===== config.mk =====
export PLATFORM = sky130hd
export DESIGN_NAME = gpuFillCircle
export DESIGN_NICKNAME = d
export VERILOG_FILES = /design/src/design/gpuPkg.sv /design/src/design/circleCmdLatch.sv /design/src/design/midpointStepper.sv /design/src/design/spanSequencer.sv /design/src/design/pixelClipper.sv /design/src/design/gpuFillCircle.sv
export SDC_FILE = /design/constraint.sdc
export NUM_CORES = 1
export LEC_CHECK = 0
export ABC_AREA = 1
export BUFFER_PORTS_ARGS = -buffer_cell sky130_fd_sc_hd__buf_2
export CAP_MARGIN = 25
export CORE_UTILIZATION = 45
export DETAILED_ROUTE_END_ITERATION = 16
export HOLD_SLACK_MARGIN = 0.03
export PLACE_DENSITY_LB_ADDON = 0.15
export SYNTH_ARGS = -nofsm -noshare
export SYNTH_HDL_FRONTEND = slang
export SYNTH_SLANG_ARGS = --single-unit
export TNS_END_PERCENT = 20

===== constraint.sdc =====
create_clock -name clk -period 4.15 [get_ports clk]
set_input_delay 1.245 -clock clk [delete_from_list [all_inputs] [get_ports clk]]
set_output_delay 1.245 -clock clk [all_outputs]
set_load 0.02 [all_outputs]

===== src/design/gpuPkg.sv =====
package gpuPkg;

  // Bits per colour channel.
  parameter int CHANNEL_BITS = 8;

  // One pixel colour with red in the upper byte.
  typedef struct packed
  {
    logic [CHANNEL_BITS-1:0] r;
    logic [CHANNEL_BITS-1:0] g;
    logic [CHANNEL_BITS-1:0] b;
  } rgb_t;

  // Sequencer states.
  // Each span state draws one horizontal chord of the filled circle.
  typedef enum logic [2:0]
  {
    SPAN_IDLE          = 3'd0, // Waits for a valid step or the end of the circle.
    SPAN_BOTTOM_WIDE   = 3'd1, // Row yC + offA, half-width offB.
    SPAN_BOTTOM_NARROW = 3'd2, // Row yC + offB, half-width offA.
    SPAN_TOP_WIDE      = 3'd3, // Row yC - offA, half-width offB.
    SPAN_TOP_NARROW    = 3'd4, // Row yC - offB, half-width offA.
    SPAN_STEP          = 3'd5  // Requests the next midpoint step.
  } spanState_t;

endpackage


===== src/design/circleCmdLatch.sv =====
`timescale 1ns/100ps

module circleCmdLatch
#(
  parameter int widthBits = 10,
  parameter int heightBits = 9
)
(
  input logic clk,
  input logic n_rst,
  input logic start_i,
  input logic [widthBits-1:0] xC_i,
  input logic [heightBits-1:0] yC_i,
  input logic [widthBits-1:0] rad_i,
  input gpuPkg::rgb_t color_i,
  input logic drawEnd_i,
  output logic launch_o,
  output logic busy_o,
  output logic done_o,
  output logic [widthBits-1:0] xC_o,
  output logic [heightBits-1:0] yC_o,
  output logic [widthBits-1:0] rad_o,
  output gpuPkg::rgb_t color_o
);
  import gpuPkg::*;

  logic startDly;
  logic accept;

  // A new command is only taken on a rising edge while idle.
  assign accept = start_i && !startDly && !busy_o;

  always_ff @(posedge clk, negedge n_rst)
  begin
    if (!n_rst)
    begin
      startDly <= 1'b0;
      launch_o <= 1'b0;
      busy_o <= 1'b0;
      done_o <= 1'b0;
    end
    else
    begin
      startDly <= start_i;
      launch_o <= accept;
      done_o <= drawEnd_i && busy_o; // Falls together with busy.
      if (accept)
      begin
        busy_o <= 1'b1;
      end
      else if (drawEnd_i)
      begin
        busy_o <= 1'b0;
      end
    end
  end

  // Command registers hold still for the whole draw.
  always_ff @(posedge clk)
  begin
    if (accept)
    begin
      xC_o <= xC_i;
      yC_o <= yC_i;
      rad_o <= rad_i;
      color_o <= color_i;
    end
  end

endmodule


===== src/design/midpointStepper.sv =====
`timescale 1ns/100ps

module midpointStepper
#(
  parameter int widthBits = 10
)
(
  input logic clk,
  input logic n_rst,
  input logic launch_i,
  input logic [widthBits-1:0] rad_i,
  input logic stepNext_i,
  output logic signed [widthBits:0] offA_o,
  output logic signed [widthBits:0] offB_o,
  output logic stepValid_o,
  output logic stepsDone_o
);

  // Decision variable needs headroom for 2 * offset terms.
  localparam int decBits = widthBits + 2;

  logic signed [decBits-1:0] dec;
  logic signed [decBits-1:0] decNext;
  logic signed [decBits-1:0] aWide;
  logic signed [decBits-1:0] bWide;
  logic signed [widthBits:0] aNext;
  logic signed [widthBits:0] bNext;

  assign aWide = decBits'(offA_o);
  assign bWide = decBits'(offB_o);
  assign aNext = offA_o + (widthBits+1)'(1);

  // The octant is finished once offA passes offB.
  assign stepValid_o = (offA_o <= offB_o);

  always_comb
  begin
    if (dec[decBits-1])
    begin
      decNext = dec + (aWide <<< 1) + decBits'(3); // The midpoint is inside so offB stays.
      bNext = offB_o;
    end
    else
    begin
      decNext = dec + ((aWide - bWide) <<< 1) + decBits'(5);
      bNext = offB_o - (widthBits+1)'(1);
    end
  end

  always_ff @(posedge clk, negedge n_rst)
  begin
    if (!n_rst)
    begin
      offA_o <= (widthBits+1)'(1); // offA > offB keeps the stepper invalid until launch.
      offB_o <= '0;
      dec <= '0;
      stepsDone_o <= 1'b0;
    end
    else if (launch_i)
    begin
      offA_o <= '0;
      offB_o <= $signed({1'b0, rad_i});
      dec <= decBits'(1) - $signed({2'b00, rad_i});
      stepsDone_o <= 1'b0;
    end
    else if (stepNext_i && stepValid_o)
    begin
      offA_o <= aNext;
      offB_o <= bNext;
      dec <= decNext;
      stepsDone_o <= (aNext > bNext); // One-cycle pulse after the last step.
    end
    else
    begin
      stepsDone_o <= 1'b0;
    end
  end

endmodule


===== src/design/spanSequencer.sv =====
`timescale 1ns/100ps

module spanSequencer
#(
  parameter int widthBits = 10,
  parameter int heightBits = 9
)
(
  input logic clk,
  input logic n_rst,
  input logic [widthBits-1:0] xC_i,
  input logic [heightBits-1:0] yC_i,
  input gpuPkg::rgb_t color_i,
  input logic signed [widthBits:0] offA_i,
  input logic signed [widthBits:0] offB_i,
  input logic stepValid_i,
  input logic stepsDone_i,
  output logic stepNext_o,
  output logic drawEnd_o,
  output logic pixValid_o,
  output logic signed [widthBits:0] pixX_o,
  output logic signed [heightBits:0] pixY_o,
  output gpuPkg::rgb_t pixColor_o
);
  import gpuPkg::*;

  // Common width for the row sum so that either offset fits next to yC.
  localparam int sumBits = ((widthBits > heightBits) ? widthBits : heightBits) + 1;

  spanState_t state;
  spanState_t stateNext;
  logic loadSpan;
  logic lastPix;
  logic spanNext;
  logic signed [widthBits:0] xCenter;
  logic signed [widthBits:0] rowOff;
  logic signed [widthBits:0] halfW;
  logic signed [widthBits:0] xLeft;
  logic signed [widthBits:0] xRight;
  logic signed [widthBits:0] xEnd;
  logic signed [sumBits-1:0] yCenter;
  logic signed [sumBits-1:0] yShift;
  logic signed [sumBits-1:0] ySum;
  logic signed [heightBits:0] ySpan;

  assign lastPix = (pixX_o == xEnd);
  assign spanNext = (stateNext != SPAN_IDLE) && (stateNext != SPAN_STEP);

  always_comb
  begin
    stateNext = state;
    loadSpan = 1'b0;
    stepNext_o = 1'b0;
    drawEnd_o = 1'b0;
    case (state)
      SPAN_IDLE:
      begin
        if (stepValid_i)
        begin
          stateNext = SPAN_BOTTOM_WIDE;
          loadSpan = 1'b1;
        end
        else if (stepsDone_i)
        begin
          drawEnd_o = 1'b1; // No step is left so the circle is complete.
        end
      end
      SPAN_BOTTOM_WIDE:
      begin
        if (lastPix)
        begin
          stateNext = SPAN_BOTTOM_NARROW;
          loadSpan = 1'b1;
        end
      end
      SPAN_BOTTOM_NARROW:
      begin
        if (lastPix)
        begin
          stateNext = SPAN_TOP_WIDE;
          loadSpan = 1'b1;
        end
      end
      SPAN_TOP_WIDE:
      begin
        if (lastPix)
        begin
          stateNext = SPAN_TOP_NARROW;
          loadSpan = 1'b1;
        end
      end
      SPAN_TOP_NARROW:
      begin
        if (lastPix)
        begin
          stateNext = SPAN_STEP;
        end
      end
      SPAN_STEP:
      begin
        stepNext_o = 1'b1; // Offsets are updated when we are back in idle.
        stateNext = SPAN_IDLE;
      end
      default:
      begin
        stateNext = SPAN_IDLE;
      end
    endcase
  end

  // Endpoints of the span that the next state draws.
  always_comb
  begin
    case (stateNext)
      SPAN_BOTTOM_NARROW, SPAN_TOP_NARROW:
      begin
        rowOff = offB_i;
        halfW = offA_i;
      end
      default:
      begin
        rowOff = offA_i;
        halfW = offB_i;
      end
    endcase
  end

  always_comb
  begin
    if ((stateNext == SPAN_BOTTOM_WIDE) || (stateNext == SPAN_BOTTOM_NARROW))
    begin
      ySum = yCenter + yShift;
    end
    else
    begin
      ySum = yCenter - yShift;
    end
  end

  assign xCenter = $signed({1'b0, xC_i});
  assign yCenter = sumBits'($signed({1'b0, yC_i}));
  assign yShift = sumBits'(rowOff);
  assign ySpan = ySum[heightBits:0];
  assign xLeft = xCenter - halfW;
  assign xRight = xCenter + halfW;

  always_ff @(posedge clk, negedge n_rst)
  begin
    if (!n_rst)
    begin
      state <= SPAN_IDLE;
      pixValid_o <= 1'b0;
    end
    else
    begin
      state <= stateNext;
      pixValid_o <= spanNext;
    end
  end

  always_ff @(posedge clk)
  begin
    if (loadSpan)
    begin
      pixX_o <= xLeft;
      xEnd <= xRight;
      pixY_o <= ySpan;
      pixColor_o <= color_i;
    end
    else if (pixValid_o && !lastPix)
    begin
      pixX_o <= pixX_o + (widthBits+1)'(1); // One pixel per clock.
    end
  end

endmodule


===== src/design/pixelClipper.sv =====
`timescale 1ns/100ps

module pixelClipper
#(
  parameter int widthBits = 10,
  parameter int heightBits = 9,
  parameter int screenWidth = 640,
  parameter int screenHeight = 480
)
(
  input logic clk,
  input logic n_rst,
  input logic pixValid_i,
  input logic signed [widthBits:0] pixX_i,
  input logic signed [heightBits:0] pixY_i,
  input gpuPkg::rgb_t pixColor_i,
  output logic pixelValid_o,
  output logic [widthBits-1:0] pixelX_o,
  output logic [heightBits-1:0] pixelY_o,
  output gpuPkg::rgb_t pixelColor_o
);
  import gpuPkg::*;

  localparam logic signed [widthBits:0] xLimit = (widthBits+1)'(screenWidth);
  localparam logic signed [heightBits:0] yLimit = (heightBits+1)'(screenHeight);

  logic xInside;
  logic yInside;
  logic onScreen;

  // Sign bit set means the span ran off the left or top edge.
  assign xInside = !pixX_i[widthBits] && (pixX_i < xLimit);
  assign yInside = !pixY_i[heightBits] && (pixY_i < yLimit);
  assign onScreen = pixValid_i && xInside && yInside;

  always_ff @(posedge clk, negedge n_rst)
  begin
    if (!n_rst)
    begin
      pixelValid_o <= 1'b0;
    end
    else
    begin
      pixelValid_o <= onScreen;
    end
  end

  always_ff @(posedge clk)
  begin
    if (onScreen)
    begin
      pixelX_o <= pixX_i[widthBits-1:0];
      pixelY_o <= pixY_i[heightBits-1:0];
      pixelColor_o <= pixColor_i;
    end
  end

endmodule


===== src/design/gpuFillCircle.sv =====
`timescale 1ns/100ps

module gpuFillCircle
#(
  parameter int widthBits = 10,
  parameter int heightBits = 9,
  parameter int screenWidth = 640,
  parameter int screenHeight = 480
)
(
  input logic clk,
  input logic n_rst,
  input logic [widthBits-1:0] xC_i,
  input logic [heightBits-1:0] yC_i,
  input logic [widthBits-1:0] rad_i,
  input gpuPkg::rgb_t color_i,
  input logic start_i,
  output logic busy_o,
  output logic done_o,
  output logic pixelValid_o,
  output logic [widthBits-1:0] pixelX_o,
  output logic [heightBits-1:0] pixelY_o,
  output gpuPkg::rgb_t pixelColor_o
);
  import gpuPkg::*;

  logic launch;
  logic [widthBits-1:0] xCLatched;
  logic [heightBits-1:0] yCLatched;
  logic [widthBits-1:0] radLatched;
  rgb_t colorLatched;
  logic signed [widthBits:0] offA;
  logic signed [widthBits:0] offB;
  logic stepValid;
  logic stepsDone;
  logic stepNext;
  logic drawEnd;
  logic pixValid;
  logic signed [widthBits:0] pixX;
  logic signed [heightBits:0] pixY;
  rgb_t pixColor;

  circleCmdLatch #(
    .widthBits(widthBits),
    .heightBits(heightBits)
  ) cmdLatch (
    .clk(clk),
    .n_rst(n_rst),
    .start_i(start_i),
    .xC_i(xC_i),
    .yC_i(yC_i),
    .rad_i(rad_i),
    .color_i(color_i),
    .drawEnd_i(drawEnd),
    .launch_o(launch),
    .busy_o(busy_o),
    .done_o(done_o),
    .xC_o(xCLatched),
    .yC_o(yCLatched),
    .rad_o(radLatched),
    .color_o(colorLatched)
  );

  midpointStepper #(
    .widthBits(widthBits)
  ) stepper (
    .clk(clk),
    .n_rst(n_rst),
    .launch_i(launch),
    .rad_i(radLatched),
    .stepNext_i(stepNext),
    .offA_o(offA),
    .offB_o(offB),
    .stepValid_o(stepValid),
    .stepsDone_o(stepsDone)
  );

  spanSequencer #(
    .widthBits(widthBits),
    .heightBits(heightBits)
  ) sequencer (
    .clk(clk),
    .n_rst(n_rst),
    .xC_i(xCLatched),
    .yC_i(yCLatched),
    .color_i(colorLatched),
    .offA_i(offA),
    .offB_i(offB),
    .stepValid_i(stepValid),
    .stepsDone_i(stepsDone),
    .stepNext_o(stepNext),
    .drawEnd_o(drawEnd),
    .pixValid_o(pixValid),
    .pixX_o(pixX),
    .pixY_o(pixY),
    .pixColor_o(pixColor)
  );

  pixelClipper #(
    .widthBits(widthBits),
    .heightBits(heightBits),
    .screenWidth(screenWidth),
    .screenHeight(screenHeight)
  ) clipper (
    .clk(clk),
    .n_rst(n_rst),
    .pixValid_i(pixValid),
    .pixX_i(pixX),
    .pixY_i(pixY),
    .pixColor_i(pixColor),
    .pixelValid_o(pixelValid_o),
    .pixelX_o(pixelX_o),
    .pixelY_o(pixelY_o),
    .pixelColor_o(pixelColor_o)
  );

endmodule


# Word-level counts from Yosys, hierarchy flattened
# Index checks and enable logic that the tools add are counted.
# Widths: inputs -> output; s select.
word_totals:
  ram_bits: 0
  in_bits: 56
  latch_bits: 0
  memories: 0
  rom_bits: 0
  word_cells: 108
  reg_bits: 196
classes:
  bitwise_logic: 0
  mul: 0
  magnitude_cmp: 4
  addsub: 13
  n_eq_ne: 10
  div: 0
  mux: 30
  n_reduce_logical: 23
  shifts: 0
op_table:
  columns: ["op", "n"]
  rows:
  - ["$mux 11", 8]
  - ["$mux 12", 3]
  - ["$add 12x12->12", 2]
  - ["$add 11x2->11 const B", 2]
  - ["$sub 11x11->11", 2]
  - ["$mux 10", 2]
  - ["$mux 3", 5]
  - ["$pmux 3 s5", 1]
  - ["$add 12x3->12 const B", 1]
  - ["$add 12x4->12 const B", 1]
  - ["$add 11x11->11", 1]
  - ["$eq 11x11->1", 1]
  - ["$gt 11x11->1", 1]
  - ["$le 11x11->1", 1]
  - ["$lt 11x11->1 const B", 1]
  - ["$sub 1x10->11 const A", 1]
  - ["$sub 11x2->11 const B", 1]
  - ["$add 10x10->10", 1]
  - ["$logic_and 1x1->1", 10]
  - ["$lt 10x10->1 const B", 1]
  - ["$mux 1", 10]
  - ["$sub 10x10->10", 1]
  - ["$eq 3x2->1 const B", 3]
  - ["$eq 3x3->1 const B", 3]
  - ["10 further kinds", 17]

# Logic depth before layout (Yosys ltp)
logic_depth:
  depth_word: 8
  ltp_mapped: 39
  depth_no_buf: 39

# Cells and area by module
# From an unflattened synthesis, not the netlist that was laid out.
hier_totals:
  hier_cells: 1266
  area_unflattened_um2: 11663.7
by_module_without_submodules:
  columns: ["module", "cells_each", "area_each_um2", "instances", "seq_area_each_um2"]
  rows:
  - ["midpointStepper", 648, 4319.1, 1, 877.1]
  - ["spanSequencer", 499, 4259.1, 1, 1781.7]
  - ["circleCmdLatch", 66, 1734.2, 1, 1691.6]
  - ["pixelClipper", 53, 1351.3, 1, 1316.3]

# Worst setup path after synthesis
# Ideal clock, no wire load.
synth_path:
  path_type: "register to register"
  startpoint: "register stepper.offB_o[2]"
  endpoint: "register sequencer.pixY_o[9] (data pin)"
  path_buffers: 1
  path_stages_with_launch: 35
  slack_ns: 0.046
  arrival_ns: 3.855
  setup_time_ns: 0.249
  path_cell_list: "dfrtp_1 inv_1 ha_1 a21oi_1 o21ai_2 nand2_1 nand4_1 nand2_2 nand2_2 nand2_2 nand2_4 buf_12 nand3_1 nand2_2 ha_1 nand2_1 nor2_4 nor2_1 xor2_1 inv_1 ha_1 a21oi_1 nand2_1 a21oi_1 o21bai_1 a21oi_1 nor2_1 nor2_1 inv_1 nand2_1 nand2_1 inv_1 nand3_1 nand2_1 inv_1"
synth_via:
  elab_chain_cells: 8
  word_cells_on_any_way: 12
synth_lines:
  columns: ["element", "line_no", "source"]
  rows:
  - ["start, declared", "midpointStepper.sv:14", "output logic signed [widthBits:0] offB_o,"]
  - ["start signal, assigned", "midpointStepper.sv:62", "offB_o <= $signed({1'b0, rad_i});"]
  - ["start signal, assigned", "midpointStepper.sv:69", "offB_o <= bNext;"]
  - ["$le 11x11->1", "midpointStepper.sv:34", "assign stepValid_o = (offA_o <= offB_o);"]
  - ["$mux 3", "spanSequencer.sv:58", "if (stepValid_i)"]
  - ["$pmux 3 s5", "spanSequencer.sv:55", "case (state)"]
  - ["$eq 3x3->1 or $eq 3x2->1 (tied branches)", "spanSequencer.sv:114, spanSequencer.sv:130", null]
  - ["$reduce_or 2->1", "spanSequencer.sv:114", "case (stateNext)"]
  - ["$mux 10", "spanSequencer.sv:114", null]
  - ["$sub 10x10->10 or $add 10x10->10 (tied branches)", "spanSequencer.sv:136, spanSequencer.sv:132", null]
  - ["$mux 10 (*)", "spanSequencer.sv:130", "if ((stateNext == SPAN_BOTTOM_WIDE) || (stateNext == SPAN_BOTTOM_NARROW))"]
  - ["named net sequencer.ySum[9]", "spanSequencer.sv:43", "logic signed [sumBits-1:0] ySum;"]
  - ["end signal, assigned", "spanSequencer.sv:167", "pixY_o <= ySpan;"]
  - ["end, declared", "spanSequencer.sv:22", "output logic signed [heightBits:0] pixY_o,"]
# Mark *: on every way through the listed nets, which the timed path passes. The rest lies on a longest branch.
# A chain may end at the register's enable or synchronous reset.

# Final worst setup path
layout_path:
  startpoint: "register stepper.offA_o[0]"
  endpoint: "register sequencer.pixY_o[3] (data pin)"
layout_via:
  elab_chain_cells: 8
  word_cells_on_any_way: 12
layout_lines:
  columns: ["element", "line_no", "source"]
  rows:
  - ["start, declared", "midpointStepper.sv:13", "output logic signed [widthBits:0] offA_o,"]
  - ["start signal, assigned", "midpointStepper.sv:54", "offA_o <= (widthBits+1)'(1);"]
  - ["start signal, assigned", "midpointStepper.sv:68", "offA_o <= aNext;"]
  - ["$le 11x11->1", "midpointStepper.sv:34", null]
  - ["$mux 3", "spanSequencer.sv:58", null]
  - ["$pmux 3 s5", "spanSequencer.sv:55", null]
  - ["$eq 3x3->1 or $eq 3x2->1 (tied branches)", "spanSequencer.sv:114, spanSequencer.sv:130", null]
  - ["$reduce_or 2->1", "spanSequencer.sv:114", null]
  - ["$mux 10", "spanSequencer.sv:114", null]
  - ["$sub 10x10->10 or $add 10x10->10 (tied branches)", "spanSequencer.sv:136, spanSequencer.sv:132", null]
  - ["$mux 10 (*)", "spanSequencer.sv:130", null]
  - ["named net sequencer.ySum[3]", "spanSequencer.sv:43", null]
# Marked as above.

==> impl_results.md <==
* H-tree Lvls at 4
* Fill count at 2,033
* Deepest clock path buffer count at 2
* Hold Violations, Final at 0
* Startpoint of the worst-slack reg-to-reg timing path: stepper.offA_o[0]$_DFFE_PN1P_
* TritonRoute pass-1 iters at 8
* Leakage power at 6.673 nW
* Least-Margin Pin Slew at 0.8971 ns
* CTS tree: built
* Worst-case headroom to the max-slew limit at 40.13%
* Final Worst Setup Slack at -0.06269 ns
* VDD IR-drop max at 348.0 uV
* Top library cells by usage in the layout, fill and taps aside: 195 x nand2_1, 152 x edfxtp_1, 149 x buf_4
* Unrepaired setup endpoints after global routing: yes
* Remaining DRCs at 0
* Finish-stage setup viols at 2
* Async set or reset register ratio after synthesis at 22.45%
* Result of the run: complete, but fails checks
* Total power of the final layout at 7.105 mW
* Most frequent cell on the critical path: buf_4
* Mean instance size in the synthesized netlist at 9.837 um^2
* Fmax at 237.4 MHz
* Post-synthesis register bit count at 196
* Violated checks: setup timing
* Gr usage total at 20.97%
* Seq/Total Area, Yosys at 50.76%
* Ranking of synthesized cells by area: edfxtp_1 41%, ha_1 11%, dfrtp_1 9.6%
* Count of input and output buffers at 101
* Required time of the worst setup path at 4.34 ns
* Yosys warns at 0
* Starting utilization of the core area at 45.91%
* Hold buffers post-CTS at 0
* Buf+Inv Stages, Crit Path at 11
* Io pins at 102
* Total routed wirelength at 26.08 mm
* Routed wire length per instance at 15.06 um
* Power density over the cells at 499.0 nW/um^2
* Die Outline Area at 25,440 um^2
* Kind of start point of the critical path: register
* Congestion Overflow GR at 0
* Clock Skews at 0.01724 ns
* Post-DR vias/cell at 4.990
* Crit. End Element: register
* Most common cell after layout, fill and taps aside: nand2_1
* Crit-path max FO at 5
* Die width at 159.5 um
* Final slew viol count at 0
* Post-synthesis cell count at 1,135
* Number of buffers added by the clock tree synthesis step at 17
* Worst Hold Class: reg -> reg
* Number of distinct library cells after synthesis at 48
* Number of diodes added for antenna fixing at 0
* Vias at 8,638
* Clock sinks at 196
* Area of the multi-input gates at 5223 um^2
* DRT iter0 DRCs at 593
* Number of nets at the end of the flow at 1,552
* Hold_sp: sequencer.pixColor_o[18]$_DFFE_PP_
* Layout Cell Area excl Fill at 14,240 um^2
* Number of antenna violations at the first check in global routing at 0
* Placer's final routability congestion estimate at 0.8978
* Count of flip-flops with a built-in enable after synthesis at 152
* Skew-Pair Late Insertion Delay at 0.45 ns
* Fraction of final layout cells sized beyond drive strength 1 at 29.00%
* Data arrival time at the worst-slack endpoint at 4.40 ns
* Placeable core area at 24,320 um^2
* ANT nets after route at 0
* Buffer type at the clock tree root: clkbuf_16
* Max stage delay cell, worst path: dfstp_2
* Cell type with the largest total area after synthesis: edfxtp_1
* Placed inst area at 12,940 um^2
* Pin count of the biggest net entering global routing at 64
* Synth top area share at 40.88%
* Syn_nets at 1,293
* Fin crit period at 4.213 ns
* Period utilisation layout at 101.5%
* Via count of the first global-routing pass at 8,219
* MaxCap Viol Count at 0
* Clk slew on worst S/H paths at 0.09 ns
* Type of the worst setup path: reg -> reg
* Area growth syn-to-layout at 27.52%
* Beginning of the critical path: stepper.offA_o[0]$_DFFE_PN1P_
* Synth Cell Area at 11,160 um^2
* Footprint of the flip-flops and latches at 5667 um^2
* Global-route wire length before repair at 41.37 mm
* Worst path max stage delay at 0.55 ns
* Die Y-Extent at 159.5 um
* Kind of cell with the highest combined delay on the critical path: buffers and inverters
* Half-perimeter wire length after detailed placement at 19.28 mm
* Main flop type after synthesis: edfxtp_1
* Rows at 57
sequential cells by signal, summed over array words and instances, names as in the netlist, 3 cells and up:
signal                count
cmdLatch.xC_o            10
stepper.offB_o           11
sequencer.pixX_o         11
clipper.pixelColor_o     24
stepper.offA_o           11
stepper.dec              12
cmdLatch.yC_o             9
cmdLatch.rad_o           10
clipper.pixelX_o         10
sequencer.state           3
sequencer.pixY_o         10
sequencer.xEnd           11
clipper.pixelY_o          9
cmdLatch.color_o         24
sequencer.pixColor_o     24
metal layers:
layer  track usage (%)  share of wire [%]  wire length, um  vias to the layer above
li1                  -                  -                -                     4373
met1             26.90                 44            11580                     3988
met2             35.53                 49            12790                      237
met3             3.725                4.6             1194                       40
met4             7.474                2.0              511                        0
met5                 0                  0                0                        -
metrics by stage:
stage | utilization [%] | TNS [ns] | worst slack, ns | instances | hold WS [ns]
after floorplan | - | 0 | 0.04565 | 1135 | 0.4003
after global placement | 53.20 | -0.4349 | -0.1498 | 1664 | 0.4001
after detailed placement | 53.20 | -1.208 | -0.2636 | 1664 | 0.4045
after CTS | 56.86 | 0 | 0.0002323 | 1713 | 0.4201
after global routing | 58.54 | -1.862 | -0.3801 | 1731 | 0.4223
final | 58.54 | -0.1051 | -0.06269 | 1731 | 0.4157
Yosys cell counts (all sizes together), types with 2 or more instances:
| master | count |
|---|---|
| nand2 | 231 |
| inv | 160 |
| edfxtp | 152 |
| ha | 96 |
| nor2 | 81 |
| a21oi | 76 |
| o21ai | 65 |
| xor2 | 55 |
| nand3 | 54 |
| dfrtp | 43 |
| o22ai | 16 |
| xnor2 | 14 |
| clkbuf | 13 |
| nor3 | 12 |
| nand4 | 8 |
| a31oi | 7 |
| o21bai | 7 |
| buf | 6 |
| fa | 6 |
| o31ai | 5 |
| o211ai | 4 |
| a221oi | 3 |
| a211oi | 2 |
| and2 | 2 |
| nand3b | 2 |
| o2111ai | 2 |
| o221ai | 2 |
| or2 | 2 |
what timing repair did:
action,CTS,global route
setup buffers,17,18
endpoints found under the setup margin,10,15
resized for setup,34,74
pin swaps,30,58
worst paths after layout:
check                                                      to  slack (ns)  cells past startpoint
max                             sequencer.pixY_o[3]$_DFFE_PP_       -0.06                     29
max reg2reg                     sequencer.pixY_o[3]$_DFFE_PP_       -0.06                     29
max in group asynchronous       stepper.offB_o[8]$_DFFE_PN0P_        2.51                      2
min reg2reg                clipper.pixelColor_o[18]$_DFFE_PP_        0.42                      0
min                        clipper.pixelColor_o[18]$_DFFE_PP_        0.42                      0
min in group asynchronous       stepper.offB_o[1]$_DFFE_PN0P_        0.87                      1
report_power, final:
part	switching (mW)	leakage (nW)	internal, mW
combinational	1.75	4.47	1.35
clock	0.832	0.286	0.812
sequential	0.105	1.92	2.25
cells by family after synthesis:
| group | count (synthesis) | synth area share (%) |
|---|---|---|
| and+or+nand+nor | 394 | 15.64 |
| DFF | 196 | 50.76 |
| AOI/OAI and AO/OA | 194 | 9.851 |
| buffers and inverters | 179 | 6.410 |
| adders and majority gates | 102 | 11.83 |
| xor gates and xnor gates | 69 | 5.413 |
| muxes | 1 | 0.08966 |
cell type report:
class / count / area share (%)
multi-input cells: 760 / 36.68
flip-flops and latches: 196 / 39.80
inverters: 160 / 4.253
repair buffers: 259 / 12.33
well taps: 324 / 2.847
clock inverters: 14 / 1.072
clock buffers: 18 / 3.014
Power figures use the tool's default switching activity.
